`src/source/ucodeControl_cfg.svh`:
```
`ifndef UCODE_CONTROL_CFG_SVH
`define UCODE_CONTROL_CFG_SVH

// Bus widths
`define UC_OPCODE_W 8
`define UC_MPC_W 6

// Populated words in the microcode ROM
`define UC_ROM_DEPTH 53

// Flow entry points in ROM order
`define UC_ENTRY_NOP 6'd0
`define UC_ENTRY_LDB 6'd1
`define UC_ENTRY_LDC 6'd4
`define UC_ENTRY_LDA 6'd7
`define UC_ENTRY_JR 6'd10
`define UC_ENTRY_JRNZ 6'd16
`define UC_ENTRY_JRZ 6'd22
`define UC_ENTRY_ADDB 6'd28
`define UC_ENTRY_SUBB 6'd31
`define UC_ENTRY_PUSHBC 6'd34
`define UC_ENTRY_POPBC 6'd40
`define UC_ENTRY_CB 6'd46
`define UC_ENTRY_BIT7H 6'd49
`define UC_ENTRY_RLC 6'd50
`define UC_ENTRY_ALU1 6'd51

`endif

```
`src/source/ucodePkg.sv`:
```
`include "ucodeControl_cfg.svh"

package ucodePkg;

	// What the sequencer does once a micro-op has been presented
	typedef enum logic [2:0]
	{
		step,
		stepIncPc,
		endFlow,
		endIncPc,
		endIfZero,
		endIfNotZero,
		fetchCb
	} seqAction_e;

	// Datapath operations
	typedef enum logic [3:0]
	{
		nop,
		setMemAddr,
		readMem,
		writeMem,
		loadX16,
		storeX16,
		addX16,
		subX16,
		inc16,
		dec16,
		setPc,
		bitTest,
		rotLeft,
		aluOneByte
	} microOp_e;

	// Register or source selector
	typedef enum logic [3:0]
	{
		none,
		a,
		b,
		c,
		h,
		pc,
		sp,
		x8,
		x16
	} operand_e;

	typedef struct packed
	{
		seqAction_e action;
		microOp_e   op;
		operand_e   operand;
	} uop_t;

	typedef enum logic [1:0]
	{
		idle,
		run,
		waitCb
	} seqState_e;

	////////////////////////////////////////////////////////////////////
	// Opcodes that own a flow
	typedef enum logic [`UC_OPCODE_W-1:0]
	{
		opNop      = 8'h00,
		opLdBn     = 8'h06,
		opLdCn     = 8'h0E,
		opJr       = 8'h18,
		opJrNz     = 8'h20,
		opJrZ      = 8'h28,
		opLdAn     = 8'h3E,
		opAddB     = 8'h80,
		opSubB     = 8'h90,
		opPopBc    = 8'hC1,
		opPushBc   = 8'hC5,
		opPrefixCb = 8'hCB
	} mainOpcode_e;

	// Second byte after the CB prefix
	typedef enum logic [`UC_OPCODE_W-1:0]
	{
		cbRlC   = 8'h11,
		cbBit7H = 8'h7C
	} cbOpcode_e;

endpackage

```
`src/source/opcodeMap.sv`:
```
`timescale 1ns/1ps
`include "ucodeControl_cfg.svh"

module opcodeMap
(
	input  logic                    useCb,
	input  logic [`UC_OPCODE_W-1:0] opcode,
	output logic [`UC_MPC_W-1:0]    entryPc
);
	import ucodePkg::*;

	logic [`UC_MPC_W-1:0] mainEntry;
	logic [`UC_MPC_W-1:0] cbEntry;

	// Main opcode table
	always_comb
	begin
		case (opcode)
			opNop:      mainEntry = `UC_ENTRY_NOP;
			opLdBn:     mainEntry = `UC_ENTRY_LDB;
			opLdCn:     mainEntry = `UC_ENTRY_LDC;
			opLdAn:     mainEntry = `UC_ENTRY_LDA;
			opJr:       mainEntry = `UC_ENTRY_JR;
			opJrNz:     mainEntry = `UC_ENTRY_JRNZ;
			opJrZ:      mainEntry = `UC_ENTRY_JRZ;
			opAddB:     mainEntry = `UC_ENTRY_ADDB;
			opSubB:     mainEntry = `UC_ENTRY_SUBB;
			opPopBc:    mainEntry = `UC_ENTRY_POPBC;
			opPushBc:   mainEntry = `UC_ENTRY_PUSHBC;
			opPrefixCb: mainEntry = `UC_ENTRY_CB;
			default:    mainEntry = `UC_ENTRY_ALU1;
		endcase
	end

	// CB table, unknown bytes fall back to NOP
	always_comb
	begin
		case (opcode)
			cbBit7H: cbEntry = `UC_ENTRY_BIT7H;
			cbRlC:   cbEntry = `UC_ENTRY_RLC;
			default: cbEntry = `UC_ENTRY_NOP;
		endcase
	end

	assign entryPc = useCb ? cbEntry : mainEntry;

endmodule

```
`src/source/ucodeControl.sv`:
```
`timescale 1ns/1ps
`include "ucodeControl_cfg.svh"

module ucodeControl
(
	input  logic                    clock,
	input  logic                    rst,
	input  logic                    opValid,
	input  logic [`UC_OPCODE_W-1:0] opcode,
	input  logic                    zeroFlag,
	output logic                    uopValid,
	output ucodePkg::uop_t          uop,
	output logic                    pcInc,
	output logic                    busy,
	output logic                    flowDone
);
	import ucodePkg::*;

	logic                    useCb;
	logic [`UC_OPCODE_W-1:0] mapOpcode;
	logic [`UC_MPC_W-1:0]    entryPc;
	logic [`UC_MPC_W-1:0]    romAddr;
	uop_t                    romWord;

	ucodeSequencer seq0
	(
		.clock(clock),
		.rst(rst),
		.opValid(opValid),
		.opcode(opcode),
		.zeroFlag(zeroFlag),
		.useCb(useCb),
		.mapOpcode(mapOpcode),
		.entryPc(entryPc),
		.romAddr(romAddr),
		.romWord(romWord),
		.uopValid(uopValid),
		.uop(uop),
		.pcInc(pcInc),
		.busy(busy),
		.flowDone(flowDone)
	);

	opcodeMap map0
	(
		.useCb(useCb),
		.opcode(mapOpcode),
		.entryPc(entryPc)
	);

	ucodeRom rom0
	(
		.romAddr(romAddr),
		.romWord(romWord)
	);

endmodule

```
`src/source/ucodeRom.sv`:
```
`timescale 1ns/1ps
`include "ucodeControl_cfg.svh"

module ucodeRom
(
	input  logic [`UC_MPC_W-1:0] romAddr,
	output ucodePkg::uop_t       romWord
);
	import ucodePkg::*;

	localparam uop_t blankWord = '{endFlow, nop, none};

	always_comb
	begin
		romWord = blankWord;
		if (romAddr < `UC_ROM_DEPTH)
		begin
			case (romAddr)
				// NOP
				`UC_ENTRY_NOP:           romWord = '{endIncPc, nop, none};

				// Load immediate into B, C and A
				`UC_ENTRY_LDB:           romWord = '{stepIncPc, setMemAddr, pc};
				`UC_ENTRY_LDB + 6'd1:    romWord = '{stepIncPc, nop, none};
				`UC_ENTRY_LDB + 6'd2:    romWord = '{endFlow, readMem, b};
				`UC_ENTRY_LDC:           romWord = '{stepIncPc, setMemAddr, pc};
				`UC_ENTRY_LDC + 6'd1:    romWord = '{stepIncPc, nop, none};
				`UC_ENTRY_LDC + 6'd2:    romWord = '{endFlow, readMem, c};
				`UC_ENTRY_LDA:           romWord = '{stepIncPc, setMemAddr, pc};
				`UC_ENTRY_LDA + 6'd1:    romWord = '{stepIncPc, nop, none};
				`UC_ENTRY_LDA + 6'd2:    romWord = '{endFlow, readMem, a};

				////////////////////////////////////////////////////////////////////
				// Relative jumps, x16 = pc + sign-extended x8
				`UC_ENTRY_JR:            romWord = '{stepIncPc, setMemAddr, pc};
				`UC_ENTRY_JR + 6'd1:     romWord = '{step, nop, none};
				`UC_ENTRY_JR + 6'd2:     romWord = '{stepIncPc, readMem, x8};
				`UC_ENTRY_JR + 6'd3:     romWord = '{step, loadX16, pc};
				`UC_ENTRY_JR + 6'd4:     romWord = '{step, addX16, x8};
				`UC_ENTRY_JR + 6'd5:     romWord = '{endFlow, setPc, x16};

				// Jump taken only when Z is clear
				`UC_ENTRY_JRNZ:          romWord = '{stepIncPc, setMemAddr, pc};
				`UC_ENTRY_JRNZ + 6'd1:   romWord = '{step, nop, none};
				`UC_ENTRY_JRNZ + 6'd2:   romWord = '{endIfZero, readMem, x8};
				`UC_ENTRY_JRNZ + 6'd3:   romWord = '{step, loadX16, pc};
				`UC_ENTRY_JRNZ + 6'd4:   romWord = '{step, addX16, x8};
				`UC_ENTRY_JRNZ + 6'd5:   romWord = '{endFlow, setPc, x16};

				// Jump taken only when Z is set
				`UC_ENTRY_JRZ:           romWord = '{stepIncPc, setMemAddr, pc};
				`UC_ENTRY_JRZ + 6'd1:    romWord = '{step, nop, none};
				`UC_ENTRY_JRZ + 6'd2:    romWord = '{endIfNotZero, readMem, x8};
				`UC_ENTRY_JRZ + 6'd3:    romWord = '{step, loadX16, pc};
				`UC_ENTRY_JRZ + 6'd4:    romWord = '{step, addX16, x8};
				`UC_ENTRY_JRZ + 6'd5:    romWord = '{endFlow, setPc, x16};

				////////////////////////////////////////////////////////////////////
				// Accumulator arithmetic through x16
				`UC_ENTRY_ADDB:          romWord = '{step, loadX16, a};
				`UC_ENTRY_ADDB + 6'd1:   romWord = '{step, addX16, b};
				`UC_ENTRY_ADDB + 6'd2:   romWord = '{endIncPc, storeX16, a};
				`UC_ENTRY_SUBB:          romWord = '{step, loadX16, a};
				`UC_ENTRY_SUBB + 6'd1:   romWord = '{step, subX16, b};
				`UC_ENTRY_SUBB + 6'd2:   romWord = '{endIncPc, storeX16, a};

				// Stack, B goes to the higher address
				`UC_ENTRY_PUSHBC:        romWord = '{step, dec16, sp};
				`UC_ENTRY_PUSHBC + 6'd1: romWord = '{step, setMemAddr, sp};
				`UC_ENTRY_PUSHBC + 6'd2: romWord = '{step, writeMem, b};
				`UC_ENTRY_PUSHBC + 6'd3: romWord = '{step, dec16, sp};
				`UC_ENTRY_PUSHBC + 6'd4: romWord = '{step, writeMem, c};
				`UC_ENTRY_PUSHBC + 6'd5: romWord = '{endIncPc, setMemAddr, pc};
				`UC_ENTRY_POPBC:         romWord = '{step, setMemAddr, sp};
				`UC_ENTRY_POPBC + 6'd1:  romWord = '{step, inc16, sp};
				`UC_ENTRY_POPBC + 6'd2:  romWord = '{step, readMem, c};
				`UC_ENTRY_POPBC + 6'd3:  romWord = '{step, readMem, b};
				`UC_ENTRY_POPBC + 6'd4:  romWord = '{stepIncPc, inc16, sp};
				`UC_ENTRY_POPBC + 6'd5:  romWord = '{endFlow, setMemAddr, pc};

				// CB prefix then hand over to the CB map
				`UC_ENTRY_CB:            romWord = '{stepIncPc, setMemAddr, pc};
				`UC_ENTRY_CB + 6'd1:     romWord = '{step, nop, none};
				`UC_ENTRY_CB + 6'd2:     romWord = '{fetchCb, nop, none};
				`UC_ENTRY_BIT7H:         romWord = '{endIncPc, bitTest, h};
				`UC_ENTRY_RLC:           romWord = '{endIncPc, rotLeft, c};

				// Anything unmapped runs as a plain ALU op on A
				`UC_ENTRY_ALU1:          romWord = '{step, aluOneByte, a};
				`UC_ENTRY_ALU1 + 6'd1:   romWord = '{endIncPc, nop, none};
				default:                 romWord = blankWord;
			endcase
		end
	end

endmodule

```
`src/source/ucodeSequencer.sv`:
```
`timescale 1ns/1ps
`include "ucodeControl_cfg.svh"

module ucodeSequencer
(
	input  logic                    clock,
	input  logic                    rst,
	input  logic                    opValid,
	input  logic [`UC_OPCODE_W-1:0] opcode,
	input  logic                    zeroFlag,
	output logic                    useCb,
	output logic [`UC_OPCODE_W-1:0] mapOpcode,
	input  logic [`UC_MPC_W-1:0]    entryPc,
	output logic [`UC_MPC_W-1:0]    romAddr,
	input  ucodePkg::uop_t          romWord,
	output logic                    uopValid,
	output ucodePkg::uop_t          uop,
	output logic                    pcInc,
	output logic                    busy,
	output logic                    flowDone
);
	import ucodePkg::*;

	seqState_e            state;
	seqState_e            stateNext;
	logic [`UC_MPC_W-1:0] mpc;
	logic                 fetch;
	logic                 lastWord;
	logic                 advancePc;

	assign useCb = (state == waitCb);
	assign mapOpcode = opcode;

	// Strobes only count outside a running flow
	assign fetch = (state == run) || (opValid && (state == idle || state == waitCb));

	// Entry point on launch, micro-PC while walking
	assign romAddr = (state == run) ? mpc : entryPc;

	////////////////////////////////////////////////////////////////////
	// Action decode of the word about to be presented
	always_comb
	begin
		lastWord = 1'b0;
		advancePc = 1'b0;
		case (romWord.action)
			stepIncPc:
				advancePc = 1'b1;
			endFlow:
				lastWord = 1'b1;
			endIncPc:
			begin
				lastWord = 1'b1;
				advancePc = 1'b1;
			end
			endIfZero:
				lastWord = zeroFlag;
			endIfNotZero:
				lastWord = !zeroFlag;
			default:
				lastWord = 1'b0;
		endcase
	end

	always_comb
	begin
		stateNext = state;
		if (fetch)
		begin
			if (lastWord)
				stateNext = idle;
			else if (romWord.action == fetchCb)
				stateNext = waitCb;
			else
				stateNext = run;
		end
	end

	////////////////////////////////////////////////////////////////////
	// Control state and output strobes
	always_ff @(posedge clock)
	begin
		if (rst)
		begin
			state <= idle;
			mpc <= '0;
			uopValid <= 1'b0;
			pcInc <= 1'b0;
			busy <= 1'b0;
			flowDone <= 1'b0;
		end
		else
		begin
			state <= stateNext;
			uopValid <= fetch;
			pcInc <= fetch && advancePc;
			flowDone <= fetch && lastWord;
			// Still busy while the CB byte is pending
			busy <= fetch || (stateNext == waitCb);
			if (fetch)
				mpc <= romAddr + 6'd1;
		end
	end

	// Micro-op payload
	always_ff @(posedge clock)
	begin
		if (fetch)
			uop <= romWord;
	end

endmodule

```
`config.mk`:
```
export PLATFORM = sky130hd
export DESIGN_NAME = ucodeControl
export DESIGN_NICKNAME = d
export VERILOG_FILES = /design/src/source/ucodePkg.sv /design/src/source/opcodeMap.sv /design/src/source/ucodeControl.sv /design/src/source/ucodeRom.sv /design/src/source/ucodeSequencer.sv
export VERILOG_INCLUDE_DIRS = /design/src /design/src/source
export SDC_FILE = /design/constraint.sdc
export NUM_CORES = 1
export LEC_CHECK = 0
export ABC_AREA = 1
export BUFFER_PORTS_ARGS = -buffer_cell sky130_fd_sc_hd__buf_2
export CAP_MARGIN = 20
export CORE_UTILIZATION = 45
export CTS_CLUSTER_DIAMETER = 50
export CTS_CLUSTER_SIZE = 8
export DETAILED_ROUTE_END_ITERATION = 10
export GPL_ROUTABILITY_DRIVEN = 1
export HOLD_SLACK_MARGIN = 0.02
export SYNTH_ARGS = -nofsm -noshare
export SYNTH_HDL_FRONTEND = slang
export SYNTH_SLANG_ARGS = --single-unit
```
`constraint.sdc`:
```
create_clock -name clock -period 3.4 [get_ports clock]
set_input_delay 0.85 -clock clock [delete_from_list [all_inputs] [get_ports clock]]
set_output_delay 0.85 -clock clock [all_outputs]
set_load 0.02 [all_outputs]
```
# After elaboration in Yosys (flattened, before gate mapping)
# Memories as Yosys holds them, arrays and structs flattened.
# Index checks and enable logic that the tools add are counted.
# word_totals
ff_bits	23
latchBits	0
mem_bits_rw	0
romBits	704
in_bits	12
elab_cells	55
n_memories	1
# memory_table
memory	words	word_bits	read_ports	rd_ports_with_merged_regs	write_ports	line_no	text
(no name shown)	64	11	1	0	0	ucodeRom.sv:18	case (romAddr)
# op_classes
n_addsub	1
mul	0
n_div	0
magnitude_cmp	1
n_eq_ne	22
shifts	0
n_mux	10
bitwise_logic	0
n_reduce_logical	11
# ops
cell	count
6-bit one-hot mux with 12 select lines	1
8-bit equality test (second input constant)	5
8-bit by 6-bit equality test with 1-bit output (second input constant)	3
8-bit by 5-bit equality test with 1-bit output (second input constant)	2
6-bit two-way mux	2
6-bit one-hot mux with 2 select lines	1
11-bit two-way mux	1
3-bit equality test (second input constant)	3
8-bit by 3-bit equality test with 1-bit output (second input constant)	1
8-bit by 4-bit equality test with 1-bit output (second input constant)	1
8-bit by 7-bit equality test with 1-bit output (second input constant)	1
8-bit logical NOT	1
6-bit by 1-bit adder with 6-bit output (second input constant)	1
3-bit by 2-bit equality test with 1-bit output (second input constant)	2
6-bit less-than comparator (second input constant)	1
2-bit two-way mux	3
2-bit equality test (second input constant)	2
2-bit OR reduction	2
3-bit by 1-bit equality test with 1-bit output (second input constant)	1
1-bit logical AND	3
1-bit logical OR	3
1-bit one-hot mux with 3 select lines	1
2-bit by 1-bit equality test with 1-bit output (second input constant)	1
2-bit logical NOT	1
2 further kinds	2

# Logic depth before layout (Yosys ltp)
# Gate-level depths: netlist (run 1).
# depth
ltp_word	13
depth_mapped	25
ltp_nobuf	25

# Modules after synthesis
# A second synthesis (run 1) with hierarchy kept.
# hier_totals
hier_cells	405
hier_area_um2	2402.3
# modules_own_cells
module	instances	cells_each	area_per_inst_um2	seq_area_each_um2
ucodeSequencer	1	121	1061.0	570.5
ucodeRom	1	191	924.6	0.0
opcodeMap	1	93	416.6	0.0

# Worst setup path after synthesis (run 1)
# No wires, ideal clock.
# synth_path
kind	input -> register
startpoint	in opcode[4]
endpoint	reg seq0.uop[0] (netlist name)
setup_time_ps	259
t_arrival_ps	2738
t_required_ps	3141
slack_ps	404
cell_stages	18
path_buffers	0
path_cell_list	inv_2 -> nand2_2 -> nor2_2 -> nand2_2 -> nand2_2 -> nor2_1 -> nand3_2 -> nand3_1 -> nand2_1 -> o21ai_2 -> inv_1 -> ha_1 -> o21ai_0 -> o21ai_0 -> nand2_1 -> nand3_1 -> o31ai_1 -> nor2_1
# synth_via
elab_chain_cells	5
word_cells_on_any_way	20
classes_between	order compare: 1; eq/ne: 13; mux: 4; reduce/logical: 1; memory: 1
# synth_rtl
element	line_no	text
start: declaration	ucodeControl.sv:9	input logic [`UC_OPCODE_W-1:0] opcode,
8-bit equality test (tied with other cells)	opcodeMap.sv:18	case (opcode)
6-bit one-hot mux with 12 select lines or 6-bit one-hot mux with 2 select lines (tied branches)	opcodeMap.sv:18, opcodeMap.sv:38	
6-bit two-way mux *	opcodeMap.sv:45	assign entryPc = useCb ? cbEntry : mainEntry;
6-bit two-way mux *	ucodeSequencer.sv:38	assign romAddr = (state == run) ? mpc : entryPc;
memory 64 x 11 bit or 6-bit less-than comparator (tied branches)	--	
# Every way passes the cells marked *; elsewhere a longest branch is shown, timed or not.
# A chain may end at the register's enable or synchronous reset.

# Worst setup path in the final report (run 1)
# layout_path
startpoint	in opcode[4]
endpoint	reg seq0.state[0]
# layout_via
elab_chain_cells	11
word_cells_on_any_way	31
classes_between	order compare: 1; eq/ne: 18; mux: 9; reduce/logical: 2; memory: 1
# layout_rtl
element	line_no	text
8-bit equality test (tied with other cells)	opcodeMap.sv:18	
6-bit one-hot mux with 12 select lines or 6-bit one-hot mux with 2 select lines (tied branches)	opcodeMap.sv:18, opcodeMap.sv:38	
6-bit two-way mux *	opcodeMap.sv:45	
6-bit two-way mux *	ucodeSequencer.sv:38	
memory 64 x 11 bit or 6-bit less-than comparator (tied branches)	--	
11-bit two-way mux *	ucodeRom.sv:16	if (romAddr < `UC_ROM_DEPTH)
3-bit by 2-bit equality test with 1-bit output	ucodeSequencer.sv:46	case (romWord.action)
2-bit OR reduction (no source line)	--	
1-bit one-hot mux with 3 select lines	ucodeSequencer.sv:46	
2-bit two-way mux *	ucodeSequencer.sv:70	if (lastWord)
2-bit two-way mux *	ucodeSequencer.sv:68	if (fetch)
end signal: assignment	ucodeSequencer.sv:85	state <= idle;
end signal: assignment	ucodeSequencer.sv:94	state <= stateNext;
end: declaration	ucodeSequencer.sv:24	seqState_e state;
# Marks and branches as above.

==> results of run 1 <==
==> layer usage <==
metal | global-route usage [%] | vias to the layer above
met5 | 0 | -
met4 | 8.12 | 0
met3 | 3.52 | 21
met2 | 39.5 | 160
met1 | 38.5 | 1176
li1 | - | 1338
==> flip-flops by register name, indices dropped and copies added, names as in the netlist <==
| signal | cells |
|---|---|
| seq0.pcInc | 1 |
| seq0.uopValid | 1 |
| seq0.state | 2 |
| seq0.mpc | 6 |
| seq0.uop | 11 |
| seq0.flowDone | 1 |
| seq0.busy | 1 |
==> worst max path at each step <==
stage	to	cells past startpoint	slack [ns]	startpoint
3_5_place_dp	seq0.state[0]	24	-0.09	opcode[4]
5_1_grt	seq0.state[0]	24	0.003	opcode[4]
3_3_place_gp	seq0.state[0]	23	-0.15	opcode[4]
6_report	seq0.state[0]	24	0.25	opcode[4]
4_1_cts	seq0.state[0]	24	0.20	opcode[4]
2_1_floorplan	seq0.uop[0]	18	0.40	opcode[4]
==> stage by stage <==
step	cell area (um^2)	TNS, ns	total power [mW]
after floorplan	2340	0	1.56
after global placement	2680	-0.888	2.09
after detailed placement	2680	-0.371	2.06
after CTS	2730	0	2.25
after global routing	2750	0	2.49
final	2750	0	2.29
==> cell usage after synthesis <==
library cell  instances
o21ai_2               1
inv_1                37
nand2_8               1
o221ai_1              1
nand2_2              12
and2_1                1
ha_1                 10
dfxtp_1              12
o31ai_1               2
nand3_1              27
o21a_1                1
buf_1                 1
buf_6                 3
nand2_4               1
a31oi_1               2
nor2_1               50
nor3_1                7
nand4_1               5
inv_2                 7
edfxtp_1             11
o2111ai_1             1
a21oi_1              24
buf_4                 1
a21oi_4               1
o211ai_1              2
o311ai_0              2
a41oi_1               2
o21ai_0              24
buf_2                 5
inv_4                 1
nand3_2               5
clkinv_1              3
o21ai_1               1
nor2_2                7
or2_2                 1
o21bai_1              1
a31o_2                1
nand2_1             108
==> worst register-to-register path: stages, from the launching register on <==
cell,delay [ns]
dfxtp_1,0.34
inv_1,0.09
nor2_2,0.27
inv_1,0.21
o21ai_2,0.28
buf_4,0.19
ha_2,0.22
nand3_1,0.15
nand3_2,0.14
nand3_1,0.08
nand2_1,0.13
nand2_2,0.10
nand2_1,0.07
nand2_1,0.05
nor2_1,0.13
nor2_1,0.05
nand3_1,0.06
a21oi_1,0.06
==> where the power goes <==
group	internal [mW]	switching (mW)	total [mW]
Clock	0.0839	0.102	0.186
Sequential	0.453	0.0354	0.488
Combinational	0.586	1.03	1.62
Total	1.12	1.17	2.29
==> cell usage in the layout (no fill, tap or decap), types with 12 or more instances in the layout <==
cell type	count
buf_2	26
nor2_1	50
o21ai_0	23
buf_4	26
inv_1	36
a21oi_1	24
nand2_1	107
nand3_1	26
dfxtp_1	12
nand2_2	13
==> final cells by class <==
cell class / count / area share [%]
Clock inverter: 1 / 0.228
Sequential cell: 23 / 20.8
Clock buffer: 3 / 1.50
Multi-Input combinational cell: 301 / 55.9
Timing Repair Buffer: 52 / 11.8
Tap cell: 67 / 3.05
Inverter: 48 / 6.65
==> cell families after synthesis <==
group,synth area share (%)
AND/OR/NAND/NOR,43.0
AO/OA/AOI/OAI,16.6
buffers and inverters,10.8
flip-flops,24.3
adder cells (fa/ha/maj),5.34
==> reports/results.txt, run 1 <==
Slowest stage cell, crit path: ha_2
First-pass GRT wire length: 11.1 mm
Final core utilization: 56.3%
Ant. Diodes: 0
DP Cell Count: 491
Hold_buf cts: 0
Cell taking the most area after synthesis: nand2_1
Slew headroom: 68.4%
RD Place Congestion: 0.965
Synth warnings: 0
Area of the die: 5500 um^2
Worst hold path type: reg -> reg
WL met3: 709 um
CTS tree: yes
Final hold slack: 0.476 ns
CTS sink count: 23
CTS Buf Count: 3
Crit path max fanout: 7
Mapped Cells: 382
Setup violators final: 0
Filler instances: 508
Post-route setup slack: 0.248 ns
LEAKAGE: 1.36 nW
Hold path start: seq0.state[0]
Maxcap violations: 0
Final Hold Fails: 0
Pin count of the biggest net entering global routing: 26
Share of the synthesized area in the top cell type: 17.3%
DR WL met2: 2.72 mm
Largest cells by area after synthesis: nand2_1 (17%), edfxtp_1 (14%), dfxtp_1 (10%)
Number of setup buffers added after CTS: 0
Met1 WL: 3.13 mm
Vias in the first global route: 2,394
Post-synthesis cell type count: 38
DR vias/cell: 5.44
Max VDD drop: 0.403 mV
Slowest stage delay, CP: 0.22 ns
I/O Buffers: 26
Starting Density: 48.1%
Netlist Area Pre-Place: 2340 um^2
GRT Util Overall: 26.2%
Final Critical Period: 3.15 ns
Seq/Total Area, Yosys: 24.3%
Worst Setup Slack post-DPL: -0.0896 ns
Hold Path Stages: 2
DRC Markers: 0
Fin cells: 495
Reg2reg end: seq0.state[0]
CTS root buf: clkbuf_8
RSZ-0062 raised after global routing: no
PD cells: 836 nW/um^2
Core area: 4880 um^2
FMAX: 0.317 GHz
DIE HEIGHT: 74.2 um
R2R cell count: 17
Reg2Reg Setup Slack: 0.68 ns
CP endpoint kind: flop
Area Growth Syn to Fin: 17.1%
H-Tree Depth: 1
WP buf/inv: 3
Max Used Layer: met4
Worst Skew: 0.00394 ns
RR Startpoint: seq0.state[0]
# rows: 25
1st-iter DRT viols: 309
Startpoint Class: input pin
Synthesized Nets: 404
Fin. max-slew vios: 0
Outcome: finished, final reports clean
Antenna viol nets, final: 0
Required time worst endpoint: 3.58 ns
CTS clock-pin slew for the worst setup and hold paths: 0.09 ns
Worst Path Arrival: 3.33 ns
Crit path max-delay family: simple AND/OR/NAND/NOR gates
Tcrit/Tclk final: 92.7%
Clock buffer depth: 2
Initial antenna violation count: 0
Worst Max-Slew Pin Slew: 0.470 ns
Post-layout nets: 451
Critical path class: in -> reg
Share of cells above drive strength 1: 23.4%
DRT Wirelength: 6.72 mm
Hold EP: seq0.state[0]
Mean Syn Cell Area: 6.14 um^2
I/O pins: 27
Register Area: 571 um^2
Multi-input logic area: 1540 um^2
Vias: 2,695
Cell Chain, Critical Path: buf_2 > inv_2 > nand2_2 > nor2_2 > nand2_2 > nand2_2 > nor2_1 > nand3_2 > nand3_1 > nand2_1 > o21ai_2 > buf_4 > ha_2 > nand3_1 > nand3_2 > nand3_1 > nand2_1 > nand2_2 > nand2_1 > nand2_1 > nor2_1 > nor2_1 > nand3_1 > a21oi_1
Detailed placement HPWL: 5.35 mm
Avg WL per Cell: 13.6 um
Post-CTS Resized: 0
Number of detailed-route iterations in the first pass: 6
Skew-Pair Late Insertion Delay: 0.28 ns
Register bit total from synthesis: 23
Total grt overflow: 0
Die W: 74.2 um
Power figures use the tool's default switching activity.
==> inputs of run 2 (changes only) <==
--- a/config.mk
+++ b/config.mk
@@ -16,4 +16,5 @@
 export GPL_ROUTABILITY_DRIVEN = 1
 export HOLD_SLACK_MARGIN = 0.02
+export PLACE_DENSITY = 0.67
 export SYNTH_ARGS = -nofsm -noshare
 export SYNTH_HDL_FRONTEND = slang
==> constraint.sdc (replaced) <==
create_clock -name clock -period 2.63 [get_ports clock]
set_input_delay 0.263 -clock clock [delete_from_list [all_inputs] [get_ports clock]]
set_output_delay 0.263 -clock clock [all_outputs]
set_load 0.02 [all_outputs]
==> reports/results.txt, run 2 (synthesized netlist as in run 1, its figures left out) <==
Outcome: finished, final reports clean
Final hold slack: 0.207 ns
Internal: 1.63 mW
Fin. max-slew vios: 0
Area Growth Syn to Fin: 30.7%
Psw: 1.58 mW
Post-layout nets: 484
I/O Buffers: 26
Detailed placement HPWL: 5.66 mm
DRT Wirelength: 6.97 mm
Worst Max-Slew Pin Slew: 0.458 ns
Biggest register: seq0.uop
RD Place Congestion: 0.985
PD cells: 1050 nW/um^2
Core area: 4880 um^2
Maxcap violations: 0
DRC Markers: 0
Reg power frac: 19.8%
Final Hold Fails: 0
Clock buffer depth: 2
Final Critical Period: 2.44 ns
DR vias/cell: 5.21
Worst Path Arrival: 2.46 ns
Largest register FFs: 11
Critical path class: in -> reg
Worst Skew: 0.00184 ns
Worst Setup Slack post-DPL: -0.188 ns
PnR Total Power: 3.21 mW
1st-iter DRT viols: 263
Filler instances: 469
Total grt overflow: 0
R2R cell count: 14
Required time worst endpoint: 2.64 ns
Number of setup buffers added after CTS: 0
Gate power share: 72.7%
LEAKAGE: 1.53 nW
Switching share of power: 49.1%
Share of cells above drive strength 1: 31.7%
Setup violators final: 0
Area of the die: 5500 um^2
# rows: 25
Antenna viol nets, final: 0
Pin count of the biggest net entering global routing: 26
CTS tree: yes
Avg WL per Cell: 13.2 um
CTS root buf: clkbuf_8
Initial antenna violation count: 0
CP startpoint: opcode[4]
Vias: 2,749
Hold EP: seq0.state[0]
Slew headroom: 69.4%
DP Cell Count: 524
Die W: 74.2 um
H-Tree Depth: 1
Commonest non-fill, non-tap cells in the layout: nand2_1 (104), buf_4 (58), nor2_1 (46)
Max VDD drop: 0.494 mV
Leading cell type in the layout, fill and taps excluded: nand2_1
Reg2Reg Setup Slack: 0.22 ns
I/O pins: 27
RR Startpoint: seq0.state[1]
Clock power share: 7.5%
Leading registers by flop count: seq0.uop x11, seq0.mpc x6, seq0.state x2
Worst hold path type: in -> reg
Hold Path Stages: 2
Reg2reg end: seq0.uop[2]
Startpoint Class: input pin
Tcrit/Tclk final: 93.0%
Hold path start: rst
Skew-Pair Late Insertion Delay: 0.27 ns
DIE HEIGHT: 74.2 um
Ant. Diodes: 0
CTS Buf Count: 3
CP endpoint kind: flop
GRT Util Overall: 27.4%
Fin cells: 528
Vias in the first global route: 2,451
Crit path max fanout: 6
Number of detailed-route iterations in the first pass: 7
FMAX: 0.409 GHz
Starting Density: 48.1%
Post-route setup slack: 0.185 ns
CTS clock-pin slew for the worst setup and hold paths: 0.10 ns
CTS sink count: 23
First-pass GRT wire length: 11.4 mm
==> run 2: cell count changes in the layout (fill, tap and decap cells not counted), sizes merged <==
cell and delta:
buf +33
==> run 2: worst max path at each step <==
stage	to	slack (ns)
2_1_floorplan	seq0.uop[0]	0.22
3_3_place_gp	seq0.state[0]	-0.16
3_5_place_dp	seq0.state[0]	-0.19
4_1_cts	seq0.state[0]	0.003
5_1_grt	seq0.state[0]	-0.008
6_report	seq0.uop[2]	0.19
==> run 2: power groups by stage <==
stage	registers, mW	clock network (mW)	logic [mW]
after floorplan	0.783	0	1.24
after global placement	0.639	0	2.26
after detailed placement	0.639	0	2.23
after CTS	0.632	0.244	2.24
after global routing	0.657	0.256	2.56
final	0.635	0.240	2.33
==> run 2: repair_timing <==
action | 4_1_cts | 5_1_grt
hold buffers | 0 | 0
pin swaps | 0 | 0
resized for setup | 1 | 25
gates cloned | 0 | 0
endpoints found under the setup margin | 1 | 13
==> run 2: layout make-up <==
| cell class | count | area [um^2] | share of cell area (%) |
|---|---|---|---|
| clock inverters | 1 | 6.26 | 0.204 |
| multi-input cells | 301 | 1590 | 52.0 |
| well taps | 67 | 83.8 | 2.73 |
| inverters | 48 | 183 | 5.96 |
| clock buffers | 3 | 41.3 | 1.35 |
| repair buffers | 85 | 586 | 19.1 |
| flip-flops and latches | 23 | 572 | 18.7 |
==> run 2: stage by stage <==
stage          util (%)  instance area [um^2]  TNS [ns]
2_1_floorplan         -                  2340         0
3_3_place_gp       60.3                  2940     -1.18
3_5_place_dp       60.3                  2940     -1.39
4_1_cts            61.4                  3000         0
5_1_grt            62.8                  3070  -0.00788
6_report           62.8                  3070         0
==> run 2: metal layers <==
layer | routed length, um | GRT usage, % | share of wire, %
met2 | 3050 | 42.4 | 44
met1 | 3310 | 40.6 | 48
met3 | 528 | 2.98 | 7.6
met4 | 80 | 6.62 | 1.1
met5 | 0 | 0 | 0
==> run 2: worst max-delay path, cell delays in order <==
cell     delay (ns)
buf_2          0.13
inv_2          0.07
nand2_2        0.09
nor2_4         0.14
nand2_2        0.09
nand2_2        0.11
nor2_2         0.05
nand3_2        0.08
nand3_1        0.07
nand2_1        0.10
o21ai_4        0.09
buf_4          0.14
ha_1           0.22
nand3_2        0.12
buf_4          0.15
a21oi_1        0.08
a31o_2         0.22
a21oi_1        0.16
a41oi_1        0.07
